===== config.mk =====
export PLATFORM = sky130hd
export DESIGN_NAME = ras_top
export DESIGN_NICKNAME = d
export VERILOG_FILES = /design/src/hw/bpu_pkg.sv /design/src/hw/ras_pkg.sv /design/src/hw/ras_commit_stack.sv /design/src/hw/ras_spec_ptr.sv /design/src/hw/ras_spec_stack.sv /design/src/hw/ras_top.sv
export SDC_FILE = /design/constraint.sdc
export NUM_CORES = 1
export LEC_CHECK = 0
export ABC_AREA = 1
export BUFFER_PORTS_ARGS = -buffer_cell sky130_fd_sc_hd__clkbuf_2
export CORE_UTILIZATION = 55
export CTS_BUF_LIST = sky130_fd_sc_hd__clkbuf_4 sky130_fd_sc_hd__clkbuf_8
export DETAILED_ROUTE_END_ITERATION = 10
export PLACE_DENSITY = 0.72
export SLEW_MARGIN = 10
export SYNTH_ARGS = -nofsm -noshare
export SYNTH_HDL_FRONTEND = slang
export SYNTH_SLANG_ARGS = --single-unit

===== constraint.sdc =====
create_clock -name clk -period 4.15 [get_ports clk]
set_input_delay 0.2075 -clock clk [delete_from_list [all_inputs] [get_ports clk]]
set_output_delay 0.2075 -clock clk [all_outputs]
set_load 0.02 [all_outputs]

===== src/hw/bpu_pkg.sv =====
`default_nettype none

package bpu_pkg;

    parameter int VADDR_WIDTH  = 32;
    parameter int INST_OFFSET  = 2;
    parameter int OFFSET_WIDTH = 3;

    // a call is one 4 byte instruction, so its return lands right after it
    parameter int RET_STEP = 4;

    typedef logic [VADDR_WIDTH-1:0] vaddr_t;

    // return address of a call sitting at slot offset within its fetch block
    function automatic vaddr_t call_ret_addr(input vaddr_t start_addr,
                                             input logic [OFFSET_WIDTH-1:0] offset);
        vaddr_t inst_addr;
        inst_addr = start_addr + (vaddr_t'(offset) << INST_OFFSET);
        return inst_addr + vaddr_t'(RET_STEP);
    endfunction

endpackage

`default_nettype wire


===== src/hw/ras_pkg.sv =====
`default_nettype none

package ras_pkg;

    // bit 1 marks a write to the stack, bit 0 marks a read of top minus one
    typedef enum logic [1:0] {
        op_none     = 2'b00,
        op_pop      = 2'b01,
        op_push     = 2'b10,
        op_pop_push = 2'b11
    } ras_op_e;

    function automatic logic op_writes(input ras_op_e op);
        return op[1];
    endfunction

    function automatic logic op_pops(input ras_op_e op);
        return op[0];
    endfunction

    // ~~~~~~~~~~~~~~~~~~~~~~~~~~~~~~~~~~~~~~~~~~~~~~~~~~~~~~~~~~~~~~~~~~~~~~
    // checkpoint stepping, shared by both stacks and the model
    // ~~~~~~~~~~~~~~~~~~~~~~~~~~~~~~~~~~~~~~~~~~~~~~~~~~~~~~~~~~~~~~~~~~~~~~

    function automatic int next_top(input int top, input int count, input ras_op_e op,
                                    input int depth);
        int nxt;
        nxt = top;
        if (op == op_push) begin
            nxt = (top == depth - 1) ? 0 : top + 1;
        end else if (op == op_pop && count != 0) begin
            nxt = (top == 0) ? depth - 1 : top - 1;
        end
        return nxt;
    endfunction

    // a push at full keeps the count and drops the oldest entry
    function automatic int next_count(input int count, input ras_op_e op, input int depth);
        int nxt;
        nxt = count;
        if (op == op_push && count != depth) begin
            nxt = count + 1;
        end else if (op == op_pop && count != 0) begin
            nxt = count - 1;
        end
        return nxt;
    endfunction

endpackage

`default_nettype wire


===== src/hw/ras_commit_stack.sv =====
`timescale 1ns/1ps
`default_nettype none

module ras_commit_stack #(
    parameter int DEPTH = 8
) (
    input  logic                             clk,
    input  logic                             rst,
    input  logic                             commit_valid,
    input  ras_pkg::ras_op_e                 commit_op,
    input  bpu_pkg::vaddr_t                  commit_start_addr,
    input  logic [bpu_pkg::OFFSET_WIDTH-1:0] commit_offset,
    input  logic [$clog2(DEPTH)-1:0]         commit_raddr,
    output logic [$clog2(DEPTH)-1:0]         commit_top,
    output logic [$clog2(DEPTH+1)-1:0]       commit_count,
    output bpu_pkg::vaddr_t                  commit_rdata
);

    localparam int IDX_W = $clog2(DEPTH);
    localparam int CNT_W = $clog2(DEPTH + 1);

    bpu_pkg::vaddr_t  mem [DEPTH];
    logic [IDX_W-1:0] top_m1;
    logic [IDX_W-1:0] waddr;
    logic             we;
    bpu_pkg::vaddr_t  wdata;

    assign top_m1 = (commit_top == '0) ? IDX_W'(DEPTH - 1) : commit_top - 1'b1;

    // only retired calls write, and a pop_push replaces the entry it pops
    assign we    = commit_valid & ras_pkg::op_writes(commit_op);
    assign waddr = (commit_op == ras_pkg::op_pop_push) ? top_m1 : commit_top;
    assign wdata = bpu_pkg::call_ret_addr(commit_start_addr, commit_offset);

    assign commit_rdata = mem[commit_raddr];

    // ~~~~~~~~~~~~~~~~~~~~~~~~~~~~~~~~~~~~~~~~~~~~~~~~~~~~~~~~~~~~~~~~~~~~~~
    // committed state
    // ~~~~~~~~~~~~~~~~~~~~~~~~~~~~~~~~~~~~~~~~~~~~~~~~~~~~~~~~~~~~~~~~~~~~~~

    always_ff @(posedge clk) begin
        if (we) begin
            mem[waddr] <= wdata;
        end
    end

    always_ff @(posedge clk or posedge rst) begin
        if (rst) begin
            commit_top   <= '0;
            commit_count <= '0;
        end else if (commit_valid) begin
            commit_top   <= IDX_W'(ras_pkg::next_top(int'(commit_top), int'(commit_count),
                                                     commit_op, DEPTH));
            commit_count <= CNT_W'(ras_pkg::next_count(int'(commit_count), commit_op, DEPTH));
        end
    end

endmodule

`default_nettype wire


===== src/hw/ras_spec_ptr.sv =====
`timescale 1ns/1ps
`default_nettype none

module ras_spec_ptr #(
    parameter int DEPTH = 8
) (
    input  logic                           clk,
    input  logic                           rst,
    input  logic                           req_valid,
    input  ras_pkg::ras_op_e               req_op,
    input  bpu_pkg::vaddr_t                req_target,
    input  logic                           squash_valid,
    input  ras_pkg::ras_op_e               squash_op,
    input  logic [$clog2(DEPTH)-1:0]       squash_top,
    input  logic [$clog2(DEPTH+1)-1:0]     squash_count,
    input  bpu_pkg::vaddr_t                squash_start_addr,
    input  logic [bpu_pkg::OFFSET_WIDTH-1:0] squash_offset,
    input  logic                           flush,
    input  logic [$clog2(DEPTH)-1:0]       commit_top,
    input  logic [$clog2(DEPTH+1)-1:0]     commit_count,
    output logic [$clog2(DEPTH)-1:0]       ckpt_top,
    output logic [$clog2(DEPTH+1)-1:0]     ckpt_count,
    output logic                           not_empty,
    output logic                           spec_we,
    output logic [$clog2(DEPTH)-1:0]       spec_waddr,
    output bpu_pkg::vaddr_t                spec_wdata,
    output logic [$clog2(DEPTH)-1:0]       rd_addr,
    output logic                           rd_fire,
    output logic                           stale_all
);

    localparam int IDX_W = $clog2(DEPTH);
    localparam int CNT_W = $clog2(DEPTH + 1);

    logic [IDX_W-1:0] top;
    logic [CNT_W-1:0] count;
    logic [IDX_W-1:0] top_m1;
    logic [IDX_W-1:0] squash_top_m1;
    logic             lookup_go;
    bpu_pkg::vaddr_t  squash_wdata;

    // the checkpoint is the state before this cycle's operation
    assign ckpt_top   = top;
    assign ckpt_count = count;
    assign not_empty  = (count != '0);

    assign top_m1        = (top == '0) ? IDX_W'(DEPTH - 1) : top - 1'b1;
    assign squash_top_m1 = (squash_top == '0) ? IDX_W'(DEPTH - 1) : squash_top - 1'b1;

    assign squash_wdata = bpu_pkg::call_ret_addr(squash_start_addr, squash_offset);

    // flush wins over squash, squash wins over a lookup
    assign lookup_go = req_valid & ~squash_valid & ~flush;
    assign rd_fire   = lookup_go & ras_pkg::op_pops(req_op) & not_empty;
    assign rd_addr   = top_m1;
    assign stale_all = flush;

    // ~~~~~~~~~~~~~~~~~~~~~~~~~~~~~~~~~~~~~~~~~~~~~~~~~~~~~~~~~~~~~~~~~~~~~~
    // write request to the storage stage
    // ~~~~~~~~~~~~~~~~~~~~~~~~~~~~~~~~~~~~~~~~~~~~~~~~~~~~~~~~~~~~~~~~~~~~~~

    always_comb begin
        spec_we    = 1'b0;
        spec_waddr = top;
        spec_wdata = req_target;
        if (!flush) begin
            if (squash_valid) begin
                spec_we    = ras_pkg::op_writes(squash_op);
                spec_waddr = (squash_op == ras_pkg::op_pop_push) ? squash_top_m1 : squash_top;
                spec_wdata = squash_wdata;
            end else if (req_valid) begin
                spec_we    = ras_pkg::op_writes(req_op);
                spec_waddr = (req_op == ras_pkg::op_pop_push) ? top_m1 : top;
            end
        end
    end

    // ~~~~~~~~~~~~~~~~~~~~~~~~~~~~~~~~~~~~~~~~~~~~~~~~~~~~~~~~~~~~~~~~~~~~~~
    // speculative pointers
    // ~~~~~~~~~~~~~~~~~~~~~~~~~~~~~~~~~~~~~~~~~~~~~~~~~~~~~~~~~~~~~~~~~~~~~~

    always_ff @(posedge clk or posedge rst) begin
        if (rst) begin
            top   <= '0;
            count <= '0;
        end else if (flush) begin
            top   <= commit_top;
            count <= commit_count;
        end else if (squash_valid) begin
            // restore the checkpoint, then replay the squashed instruction's op
            top   <= IDX_W'(ras_pkg::next_top(int'(squash_top), int'(squash_count),
                                              squash_op, DEPTH));
            count <= CNT_W'(ras_pkg::next_count(int'(squash_count), squash_op, DEPTH));
        end else if (req_valid) begin
            top   <= IDX_W'(ras_pkg::next_top(int'(top), int'(count), req_op, DEPTH));
            count <= CNT_W'(ras_pkg::next_count(int'(count), req_op, DEPTH));
        end
    end

    // count is loaded from squash and commit inputs too, not only stepped here
    a_count_bound: assert property (@(posedge clk) disable iff (rst)
        count <= CNT_W'(DEPTH));

endmodule

`default_nettype wire


===== src/hw/ras_spec_stack.sv =====
`timescale 1ns/1ps
`default_nettype none

module ras_spec_stack #(
    parameter int DEPTH = 8
) (
    input  logic                     clk,
    input  logic                     rst,
    input  logic                     spec_we,
    input  logic [$clog2(DEPTH)-1:0] spec_waddr,
    input  bpu_pkg::vaddr_t          spec_wdata,
    input  logic [$clog2(DEPTH)-1:0] rd_addr,
    input  logic                     rd_fire,
    input  logic                     stale_all,
    input  bpu_pkg::vaddr_t          commit_rdata,
    output logic [$clog2(DEPTH)-1:0] commit_raddr,
    output logic                     predict_valid,
    output bpu_pkg::vaddr_t          predict_target
);

    bpu_pkg::vaddr_t  mem [DEPTH];
    logic [DEPTH-1:0] stale;
    bpu_pkg::vaddr_t  rd_data;

    // the commit copy of the same slot stands in for a stale entry
    assign commit_raddr = rd_addr;
    assign rd_data      = stale[rd_addr] ? commit_rdata : mem[rd_addr];

    // ~~~~~~~~~~~~~~~~~~~~~~~~~~~~~~~~~~~~~~~~~~~~~~~~~~~~~~~~~~~~~~~~~~~~~~
    // storage and stale tracking
    // ~~~~~~~~~~~~~~~~~~~~~~~~~~~~~~~~~~~~~~~~~~~~~~~~~~~~~~~~~~~~~~~~~~~~~~

    always_ff @(posedge clk) begin
        if (spec_we) begin
            mem[spec_waddr] <= spec_wdata;
        end
    end

    // after a flush every slot comes from the commit stack until pushed again
    always_ff @(posedge clk or posedge rst) begin
        if (rst) begin
            stale <= '0;
        end else if (stale_all) begin
            stale <= '1;
        end else if (spec_we) begin
            stale[spec_waddr] <= 1'b0;
        end
    end

    // ~~~~~~~~~~~~~~~~~~~~~~~~~~~~~~~~~~~~~~~~~~~~~~~~~~~~~~~~~~~~~~~~~~~~~~
    // registered prediction
    // ~~~~~~~~~~~~~~~~~~~~~~~~~~~~~~~~~~~~~~~~~~~~~~~~~~~~~~~~~~~~~~~~~~~~~~

    always_ff @(posedge clk or posedge rst) begin
        if (rst) begin
            predict_valid <= 1'b0;
        end else begin
            predict_valid <= rd_fire;
        end
    end

    // sampled at the same edge as the write, so a pop_push sees the old value
    always_ff @(posedge clk) begin
        if (rd_fire) begin
            predict_target <= rd_data;
        end
    end

    // a write in a flush cycle would leave its freshly written slot marked stale
    a_no_write_on_stale_all: assert property (@(posedge clk) disable iff (rst)
        stale_all |-> !spec_we);

endmodule

`default_nettype wire


===== src/hw/ras_top.sv =====
`timescale 1ns/1ps
`default_nettype none

module ras_top #(
    parameter int DEPTH = 8
) (
    input  logic                             clk,
    input  logic                             rst,
    input  logic                             req_valid,
    input  ras_pkg::ras_op_e                 req_op,
    input  bpu_pkg::vaddr_t                  req_target,
    input  logic                             squash_valid,
    input  ras_pkg::ras_op_e                 squash_op,
    input  logic [$clog2(DEPTH)-1:0]         squash_top,
    input  logic [$clog2(DEPTH+1)-1:0]       squash_count,
    input  bpu_pkg::vaddr_t                  squash_start_addr,
    input  logic [bpu_pkg::OFFSET_WIDTH-1:0] squash_offset,
    input  logic                             flush,
    input  logic                             commit_valid,
    input  ras_pkg::ras_op_e                 commit_op,
    input  bpu_pkg::vaddr_t                  commit_start_addr,
    input  logic [bpu_pkg::OFFSET_WIDTH-1:0] commit_offset,
    output logic [$clog2(DEPTH)-1:0]         ckpt_top,
    output logic [$clog2(DEPTH+1)-1:0]       ckpt_count,
    output logic                             not_empty,
    output logic                             predict_valid,
    output bpu_pkg::vaddr_t                  predict_target
);

    localparam int IDX_W = $clog2(DEPTH);
    localparam int CNT_W = $clog2(DEPTH + 1);

    logic             spec_we;
    logic [IDX_W-1:0] spec_waddr;
    bpu_pkg::vaddr_t  spec_wdata;
    logic [IDX_W-1:0] rd_addr;
    logic             rd_fire;
    logic             stale_all;
    logic [IDX_W-1:0] commit_top;
    logic [CNT_W-1:0] commit_count;
    logic [IDX_W-1:0] commit_raddr;
    bpu_pkg::vaddr_t  commit_rdata;

    // stage one, pointers and address generation
    ras_spec_ptr #(
        .DEPTH (DEPTH)
    ) u_ras_spec_ptr (
        .clk               (clk),
        .rst               (rst),
        .req_valid         (req_valid),
        .req_op            (req_op),
        .req_target        (req_target),
        .squash_valid      (squash_valid),
        .squash_op         (squash_op),
        .squash_top        (squash_top),
        .squash_count      (squash_count),
        .squash_start_addr (squash_start_addr),
        .squash_offset     (squash_offset),
        .flush             (flush),
        .commit_top        (commit_top),
        .commit_count      (commit_count),
        .ckpt_top          (ckpt_top),
        .ckpt_count        (ckpt_count),
        .not_empty         (not_empty),
        .spec_we           (spec_we),
        .spec_waddr        (spec_waddr),
        .spec_wdata        (spec_wdata),
        .rd_addr           (rd_addr),
        .rd_fire           (rd_fire),
        .stale_all         (stale_all)
    );

    // stage two, storage read and prediction register
    ras_spec_stack #(
        .DEPTH (DEPTH)
    ) u_ras_spec_stack (
        .clk            (clk),
        .rst            (rst),
        .spec_we        (spec_we),
        .spec_waddr     (spec_waddr),
        .spec_wdata     (spec_wdata),
        .rd_addr        (rd_addr),
        .rd_fire        (rd_fire),
        .stale_all      (stale_all),
        .commit_rdata   (commit_rdata),
        .commit_raddr   (commit_raddr),
        .predict_valid  (predict_valid),
        .predict_target (predict_target)
    );

    ras_commit_stack #(
        .DEPTH (DEPTH)
    ) u_ras_commit_stack (
        .clk               (clk),
        .rst               (rst),
        .commit_valid      (commit_valid),
        .commit_op         (commit_op),
        .commit_start_addr (commit_start_addr),
        .commit_offset     (commit_offset),
        .commit_raddr      (commit_raddr),
        .commit_top        (commit_top),
        .commit_count      (commit_count),
        .commit_rdata      (commit_rdata)
    );

endmodule

`default_nettype wire


# Word-level counts from Yosys, hierarchy flattened
# Memories as Yosys holds them, arrays and structs flattened.
# Cells that the tools add are included.
dict set report totals {
  ff_bits 55
  mem_bits_rw 512
  in_bits 121
  output_inout_bits 41
  elab_cells 131
  n_memories 2
}
# name words width rd rd_ports_with_merged_regs wr line_no
set mem_list {}
lappend mem_list {u_ras_commit_stack.mem 8 32 1 0 1 ras_commit_stack.sv:22} ;# bpu_pkg::vaddr_t mem [DEPTH];
lappend mem_list {u_ras_spec_stack.mem 8 32 1 0 1 ras_spec_stack.sv:21} ;# bpu_pkg::vaddr_t mem [DEPTH];
dict set report op_classes {
  add_sub_neg 19
  magnitude_cmp 3
  eq_ne 15
  n_mux 49
  bitwise 9
  reduce_logical 27
}
# cell n
set op_table {}
lappend op_table {{$mux 32} 3}
lappend op_table {{$mux 3} 24}
lappend op_table {{$add 32x3->32 const B} 2}
lappend op_table {{$add 32x5->32} 2}
lappend op_table {{$mux 4} 9}
lappend op_table {{$reduce_bool 4->1} 6}
lappend op_table {{$logic_not 3->1} 6}
lappend op_table {{$sub 3x1->3 const B} 6}
lappend op_table {{$mux 8} 2}
lappend op_table {{$add 4x1->4 const B} 3}
lappend op_table {{$eq 2x2->1 const B} 6}
lappend op_table {{$ne 4x4->1 const B} 3}
lappend op_table {{$sub 4x1->4 const B} 3}
lappend op_table {{$add 3x1->3 const B} 3}
lappend op_table {{$eq 3x1->1 const B} 3}
lappend op_table {{$mux 1} 9}
lappend op_table {{$and 8x8->8} 1}
lappend op_table {{$lt 3x4->1 const B} 2}
lappend op_table {{$not 8->8} 1}
lappend op_table {{$reduce_and 2->1} 4}
lappend op_table {{$logic_and 1x1->1} 7}
lappend op_table {{$eq 2x1->1 const B} 3}
lappend op_table {{$reduce_bool 2->1} 3}
lappend op_table {{$and 1x1->1} 5}
lappend op_table {{5 further kinds} 6}

# Logic depth before layout (Yosys ltp)
# Gate-level depths: netlist of the first run.
dict set report logic_depth {
  ltp_word 14
  depth_mapped 16
  depth_no_buf 16
}

# Modules after synthesis
# A second synthesis of the first run with hierarchy kept.
dict set report hier_totals {
  cells_unflattened 2870
  area_unflattened_um2 27421.3
}
# mod instances cells_per_inst area_each_um2 seq_area_each_um2
set by_module_without_submodules {}
lappend by_module_without_submodules {ras_spec_stack 1 1308 13175.1 8873.5}
lappend by_module_without_submodules {ras_commit_stack 1 1068 11639.9 7862.5}
lappend by_module_without_submodules {ras_spec_ptr 1 494 2606.2 175.2}

# Worst setup path after synthesis of the first run
# OpenSTA, ideal clock, no wires.
dict set report synth_path {
  path_type {register to register}
  from {register u_ras_spec_ptr.top[0] (netlist: u_ras_spec_ptr.ckpt_top[0])}
  to {memory u_ras_spec_stack.mem[4][0] (netlist name) (enable)}
  setup_time_ps 461
  arrival_time_ps 3648
  required_time_ps 3689
  setup_slack_ps 41
  stages_incl_launch_ff 8
  path_buffers 0
  synth_period_minus_slack_ps 4109
  cell_sequence {dfrtp_1 > inv_2 > ha_1 > a21oi_2 > nand3_1 > nand3_1 > nand2_1 > nor3_1}
}
dict set report synth_via {
  elab_chain_len 6
  word_cells_on_any_way 7
  classes_between {1 x add/sub; 5 x mux; 1 x reduce/logical}
}
# element line_no
set synth_lines {}
lappend synth_lines {{start: declaration} ras_spec_ptr.sv:35} ;# logic [IDX_W-1:0] top;
lappend synth_lines {{start signal: assignment} ras_spec_ptr.sv:87} ;# top <= commit_top;
lappend synth_lines {{start signal: assignment} ras_spec_ptr.sv:91} ;# top <= IDX_W'(ras_pkg::next_top(int'(squash_top), int'(squash_count),
lappend synth_lines {{start signal: assignment} ras_spec_ptr.sv:95} ;# top <= IDX_W'(ras_pkg::next_top(int'(top), int'(count), req_op, DEPTH));
lappend synth_lines {{$sub 3x1->3 / $logic_not 3->1 (equally long branches)} ras_spec_ptr.sv:47} ;# assign top_m1 = (top == '0) ? IDX_W'(DEPTH - 1) : top - 1'b1;
lappend synth_lines {{$mux 3} ras_spec_ptr.sv:47}
lappend synth_lines {{$mux 3} ras_spec_ptr.sv:73} ;# spec_waddr = (req_op == ras_pkg::op_pop_push) ? top_m1 : top;
lappend synth_lines {{$mux 3} ras_spec_ptr.sv:71} ;# end else if (req_valid) begin
lappend synth_lines {{$mux 3} ras_spec_ptr.sv:67} ;# if (squash_valid) begin
lappend synth_lines {{$mux 3 *} ras_spec_ptr.sv:66} ;# if (!flush) begin
lappend synth_lines {{end: declaration} ras_spec_stack.sv:21}
# Every way passes the cells marked *; elsewhere a longest branch is shown, timed or not.

# Worst setup path in the final report of the first run
dict set report layout_path {
  from {register u_ras_spec_ptr.top[0] (netlist: u_ras_spec_ptr.ckpt_top[0])}
  to {register u_ras_spec_stack.predict_target[29], data pin}
}
dict set report layout_via {
  elab_chain_len 5
  word_cells_on_any_way 8
  classes_between {1 x add/sub; 4 x mux; 1 x reduce/logical; 2 x memory}
}
# element line_no
set layout_lines {}
lappend layout_lines {{$sub 3x1->3 / $logic_not 3->1 (equally long branches)} ras_spec_ptr.sv:47}
lappend layout_lines {{$mux 3 *} ras_spec_ptr.sv:47}
lappend layout_lines {{$bmux 1 s3} ras_spec_stack.sv:27} ;# assign rd_data = stale[rd_addr] ? commit_rdata : mem[rd_addr];
lappend layout_lines {{$mux 1 (implied by the code)} ras_spec_stack.sv:27}
lappend layout_lines {{$mux 32 *} ras_spec_stack.sv:27}
lappend layout_lines {{named net u_ras_spec_stack.rd_data[29]} ras_spec_stack.sv:23} ;# bpu_pkg::vaddr_t rd_data;
lappend layout_lines {{end signal: assignment} ras_spec_stack.sv:65} ;# predict_target <= rd_data;
lappend layout_lines {{end: declaration} ras_spec_stack.sv:18} ;# output bpu_pkg::vaddr_t predict_target
# The timed path passes the listed nets; every way through them passes the cells marked *. The select of a mux whose other input is x is not followed.
# A chain may end at the register's enable or synchronous reset.

==> results.yml, run 1 <==
flow_run:
  cap_violations: 0
global_routing:
  grt_overflow: 0
  track_usage: 0.260
  grt_pass1_vias: 18120
  grt_max_degree: 117
  antenna_found_initial: 0
  grt_pass1_wl_um: 99000
clock_network:
  cts_tree: "yes"
  cts.sinks: 567
  cts_buffer_depth: 3
  post_cts_buffers: 0
  cts_resized: 0
  cts_inserted_buffers: 89
  clk_transition_reported_paths_ns: 0.06
  clkLatencyLatePin_ns: 0.65
  clockRootBuffer: "clkbuf_8"
  htree_levels: 3
yosys:
  synth_seq_cells: 567
  synth_ff_type: "edfxtp_1"
  async_flop_share: 0.0406
  synth_cell_types: 39
  synth_largest_area_cell: "edfxtp_1"
  avgSynthCellArea_sq_um: 10.1
  synth_most_common_cell: "nand2_1"
  yosys.area_share.adder: 0.0168
  synthTopCellsByCount: "817 x nand2_1, 544 x edfxtp_1, 388 x inv_1"
  synthSimpleGateAreaFrac: 0.158
  synth_top_family_by_area: "simple AND/OR/NAND/NOR gates"
  synth-edff-count: 544
  ys_top_cells_by_area: "edfxtp_1 60%, nand2_1 11%, inv_1 5.4%"
  synth_compound_area_frac: 0.110
  synth_top_area_frac: 0.604
  syn-cell-area_sq_mm: 0.0270
  yosysSeqAreaShare: 0.625
  muxShareOfSynthArea: 0.00111
  synthXorXnorAreaFrac: 0.0104
  ys_warn_count: 0
  synthCells: 2669
  synth_fp_nets: 2824
critical_path:
  crit_path_end_kind: "flip-flop"
  required_ns: 4.54
  cp-start-kind: "flip-flop"
  worstPathArrival_ns: 3.54
  cp_max_fo: 113
  crit_type: "reg -> reg"
routing:
  wl_um: 64400
  num_vias: 19145
  drt_iter0_markers: 1707
  avgRoutedWirePerCell_um: 18.0
  dr.pass1.iters: 5
  viasPerCell: 5.35
  drc: 0
  ant_nets: 0
worst_hold_path:
  hold_class: "in -> reg"
sta:
  max_slew_margin: 0.218
  drv_slew: 0
  period_needed_ns: 3.15
  clock.fmax_mhz: 318
  period_share: 0.758
  setup_viol: 0
  rsz0062_at_grt: "false"
  hold_viol: 0
  fin_skew_ns: 0.0302
  tightest_slew_ns: 1.17
  setup-tns-final_ns: 0
placed_design:
  numPortBuffers: 161
  dp_hpwl_um: 40500
  place.gp.congestion: 0.986
final_layout:
  nets: 3004
  layout-drive-gt1-share: 0.160
  layout-area-overhead-vs-synth_pct: 12.0
  fillers: 3896
  antennaDiodeCount: 0
  utilization: 0.629
pwr:
  powerDensity_mw_per_mm2: 604
  leakagePower_nw: 12.7
  peakVddDrop_mv: 0.584
floorplanning:
  initial_utilization: 0.562
  die-area_sq_mm: 0.0500
  core_area_sq_mm: 0.0481
  fp.dieW_um: 224
  die_y_um: 224
  ioPinCount: 162
  std_cell_rows: 80
outcome:
  status: "completed"
[worst max-delay path: stages (launching register included)]
cell and delay (ns):
dfrtp_1 0.56, inv_2 0.11, ha_1 0.44, inv_8 0.57, buf_4 0.49, a21oi_1 0.07, o21ai_1 0.10, nand2_1 0.09
nand2_1 0.06, nand2_1 0.06, nand2_1 0.11, nand2_1 0.06
[repair_timing]
| action | CTS | global route |
|---|---|---|
| endpoints found under the hold margin | 52 | 0 |
| endpoints found under the setup margin | 0 | 0 |
| hold buffers | 7 | 0 |
[kinds of logic (layout without fill, tap and decap cells)]
logic type,Yosys count,after routing
adder cells (fa/ha/maj),34,34
AO/OA/AOI/OAI,458,458
buffers and inverters,509,760
flip-flops,567,567
AND/OR/NAND/NOR,1066,1066
XOR/XNOR,32,32
multiplexers,3,3
[cells in the final DEF (no fill, tap or decap), types with 18 or more instances in the layout]
cell type	n
nand2_1	817
edfxtp_1	544
inv_1	388
clkbuf_2	161
o211ai_1	128
o21ai_1	108
nor2_1	94
clkbuf_8	91
a21oi_2	88
nand3_1	79
o21ai_0	61
a21oi_1	61
ha_1	30
buf_4	29
clkbuf_4	27
clkinv_1	23
dfrtp_1	23
xor2_1	18
[sequential cells by signal, indices dropped and copies added (netlist names)]
name and flops:
u_ras_commit_stack.mem 256, u_ras_spec_stack.mem 256, u_ras_spec_ptr.ckpt_top 3, u_ras_spec_stack.predict_valid 1, u_ras_commit_stack.commit_top 3, u_ras_spec_ptr.ckpt_count 4, u_ras_spec_stack.stale 8, u_ras_commit_stack.commit_count 4
u_ras_spec_stack.predict_target 32
[final cells by class]
class | count | area [sq um] | share of cell area
flip-flops and latches | 567 | 16900 | 0.558
multi-input cells | 1593 | 8140 | 0.269
inverters | 396 | 1490 | 0.0493
clock buffers | 118 | 1460 | 0.0480
repair buffers | 202 | 1190 | 0.0394
well taps | 656 | 821 | 0.0271
clock inverters | 44 | 274 | 0.00905
[layer usage]
metal,global-route usage,vias to the layer above,wire [um]
met4,0.0961,0,2120
met2,0.416,610,30100
met5,0,-,0
met3,0.0540,131,4510
li1,-,9318,-
met1,0.353,9086,27600
[power by group]
| group | switching [mW] | internal (mW) | leakage (nW) | total, mW |
|---|---|---|---|---|
| clock network | 2.10 | 2.47 | 0.916 | 4.57 |
| logic | 4.73 | 1.99 | 6.62 | 6.72 |
| registers | 0.152 | 6.84 | 5.17 | 6.99 |
[stage by stage]
stage          instance area (sq um)  setup WS, ns  hold WS [ns]  total power, mW  std cells
4_1_cts                        30300         0.980       0.00172             18.4       3576
3_3_place_gp                   28500          1.05         0.394             13.7       3407
5_1_grt                        30300         0.811        0.0488             19.4       3576
3_5_place_dp                   28500         0.985         0.412             13.8       3407
6_report                       30300          1.00        0.0310             18.3       3576
2_1_floorplan                  27000        0.0408         0.209             12.0       2669
[worst paths after layout]
kind,start,to,slack (ns),depth (start not counted)
worst max-delay path,u_ras_spec_ptr.ckpt_top[0]$_DFFE_PP0P_,u_ras_spec_stack.predict_target[29]$_DFFE_PP_,1.00,11
worst min-delay path,squash_count[0],u_ras_spec_ptr.ckpt_count[0]$_DFFE_PP0P_,0.03,6
worst max register to register,u_ras_spec_ptr.ckpt_top[0]$_DFFE_PP0P_,u_ras_spec_stack.predict_target[29]$_DFFE_PP_,1.00,11
worst min register to register,u_ras_commit_stack.commit_count[2]$_DFFE_PP0P_,u_ras_commit_stack.commit_count[2]$_DFFE_PP0P_,0.52,2
max in group asynchronous,rst,u_ras_commit_stack.commit_top[0]$_DFFE_PP0P_,3.30,3
min in group asynchronous,rst,u_ras_spec_stack.stale[0]$_DFFE_PP0P_,0.29,3
Power figures use the tool's default switching activity.
==> run 2: changes to the inputs <==
--- a/config.mk
+++ b/config.mk
@@ -10,7 +10,7 @@
 export CORE_UTILIZATION = 55
 export CTS_BUF_LIST = sky130_fd_sc_hd__clkbuf_4 sky130_fd_sc_hd__clkbuf_8
 export DETAILED_ROUTE_END_ITERATION = 10
-export PLACE_DENSITY = 0.72
+export PLACE_DENSITY = 0.69
 export SLEW_MARGIN = 10
 export SYNTH_ARGS = -nofsm -noshare
 export SYNTH_HDL_FRONTEND = slang
==> constraint.sdc (replaced) <==
create_clock -name clk -period 3.14 [get_ports clk]
set_input_delay 0.157 -clock clk [delete_from_list [all_inputs] [get_ports clk]]
set_output_delay 0.157 -clock clk [all_outputs]
set_load 0.02 [all_outputs]
==> run 2 against run 1 <==
  * Non-clock buffer count up 43
  * Maximum frequency up 16%
  * Via count up 0.82%
  * Clock skew down 0.0077 ns
  * Count of clock-buffer cells in the layout up 12
  * Die area unchanged
  * Final cell count up 1.2%
  * Hold slack better by 0.014 ns
  * Design area up 2.4%
  * Sequential power up 32%
==> results.yml, run 2 (synthesis results as in run 1) <==
outcome:
  status: "completed"
final_layout:
  final_common_cell: "nand2_1"
  layout-area-overhead-vs-synth_pct: 14.8
  layout-drive-gt1-share: 0.166
  nets: 3050
  layout_common_cells: "817 x nand2_1, 544 x edfxtp_1, 388 x inv_1"
  largestRegisters: "u_ras_commit_stack.mem x256, u_ras_spec_stack.mem x256, u_ras_spec_stack.predict_target x32"
  stdcell_count: 3618
  antennaDiodeCount: 0
  utilization: 0.645
sta:
  tightest_slew_ns: 0.919
  fin_skew_ns: 0.0225
  fin_ws_ns: 0.431
  hold_ws_ns: 0.0446
  clock.fmax_mhz: 369
  drv_slew: 0
  period_needed_ns: 2.71
  hold_viol: 0
  setup-tns-final_ns: 0
  setup_viol: 0
  rsz0062_at_grt: "false"
  max_slew_margin: 0.387
  period_share: 0.863
floorplanning:
  die_y_um: 224
  std_cell_rows: 80
  ioPinCount: 162
  die-area_sq_mm: 0.0500
  core_area_sq_mm: 0.0481
  fp.dieW_um: 224
  initial_utilization: 0.562
critical_path:
  required_ns: 3.54
  worstPathArrival_ns: 3.11
  r2r_start: "u_ras_spec_ptr.ckpt_top[1]$_DFFE_PP0P_"
  crit_type: "reg -> reg"
  crit_path_end_kind: "flip-flop"
  cp_max_fo: 39
  crit_path_start: "u_ras_spec_ptr.ckpt_top[1]$_DFFE_PP0P_"
  cp-start-kind: "flip-flop"
global_routing:
  grt_overflow: 0
  track_usage: 0.261
  antenna_found_initial: 0
  grt_pass1_vias: 18250
  grt_max_degree: 125
  grt_pass1_wl_um: 99700
routing:
  drt_iter0_markers: 1722
  ant_nets: 0
  num_vias: 19302
  wl_um: 65000
  drc: 0
  avgRoutedWirePerCell_um: 18.0
  viasPerCell: 5.33
  dr.pass1.iters: 5
pwr:
  comb_power_share: 0.378
  seq_power_share: 0.376
  peakVddDrop_mv: 0.681
  clockPowerShare: 0.247
  powerDensity_mw_per_mm2: 792
  leakagePower_nw: 13.0
  p_int_mw: 15.3
  switchingPower_mw: 9.25
  switching_share: 0.376
clock_network:
  clk_transition_reported_paths_ns: 0.06
  post_cts_buffers: 0
  cts.sinks: 567
  htree_levels: 3
  cts_inserted_buffers: 92
  cts_tree: "yes"
  clockRootBuffer: "clkbuf_8"
  cts_buffer_depth: 3
  clkLatencyLatePin_ns: 0.65
placed_design:
  numPortBuffers: 161
  dp_hpwl_um: 41100
  dp.cells: 3430
  place.gp.congestion: 0.932
  pre_cts_ws_ns: 0.293
flow_run:
  cap_violations: 0
worst_hold_path:
  hold_class: "in -> reg"
  worstHoldStart: "req_target[5]"
-- run 2: changes by cell type in the layout (fill, tap and decap cells not counted), moves of 4 or more --
| cell | previous run | this run |
|---|---|---|
| buf_4 | 29 | 25 |
| buf_12 | 5 | 32 |
| dlygate4sd3_1 | 7 | 27 |
| clkinv_2 | 15 | 8 |
| clkbuf_4 | 27 | 36 |
-- run 2: area by class of cell --
cell class	count	area, sq um
clock buffer	130	1560
clock inverter	31	184
fill	3791	17100
inverter	396	1490
multi-input combinational	1593	8160
sequential	567	16900
tap	656	821
timing repair buffer	245	1900
-- run 2: final timing paths --
kind,end,slack (ns),depth (start not counted)
max in group asynchronous,u_ras_spec_ptr.ckpt_count[1]$_DFFE_PP0P_,2.32,3
min in group asynchronous,u_ras_spec_ptr.ckpt_count[2]$_DFFE_PP0P_,0.25,3
worst max register to register,u_ras_spec_stack.predict_target[8]$_DFFE_PP_,0.43,11
worst max-delay path,u_ras_spec_stack.predict_target[8]$_DFFE_PP_,0.43,11
worst min register to register,u_ras_spec_stack.stale[3]$_DFFE_PP0P_,0.51,2
worst min-delay path,u_ras_spec_stack.mem[6][5]$_DFFE_PP_,0.04,4
-- run 2: through the flow --
step,instance area (sq um),total power [mW]
floorplan,27000,15.8
global placement,29000,18.4
detailed placement,29000,18.6
CTS,31000,24.8
global route,31000,26.1
finish,31000,24.6
-- run 2: power groups by stage --
| stage | Sequential [mW] | Clock [mW] | Combinational [mW] |
|---|---|---|---|
| after floorplan | 9.44 | 0 | 6.40 |
| after global placement | 9.37 | 0 | 9.01 |
| after detailed placement | 9.39 | 0 | 9.26 |
| after CTS | 9.24 | 6.19 | 9.33 |
| after global routing | 9.27 | 6.51 | 10.3 |
| final | 9.24 | 6.07 | 9.28 |
-- run 2: worst max-delay path, cell delays in order (launching register included) --
cell and delay [ns]:
dfrtp_1 0.40, inv_1 0.14, ha_1 0.25, nand2_1 0.16, nand2_8 0.25, nand2_1 0.08
nand3_1 0.09, nand2_1 0.06, o21ai_2 0.36, inv_2 0.39, nand2_1 0.17, nand2_1 0.07
-- run 2: layer usage --
metal  up-vias  track usage  routed length (um)
met3       119       0.0383                3360
met2       539        0.435               31300
met4         0       0.0793                1570
met5         -            0                   0
li1       9397            -                   -
met1      9247        0.355               28800
-- run 2: repair_timing --
item | in CTS | in global routing
resized for setup | 0 | 0
setup endpoints to repair | 0 | 0
hold buffers | 27 | 0
endpoints found under the hold margin | 166 | 0
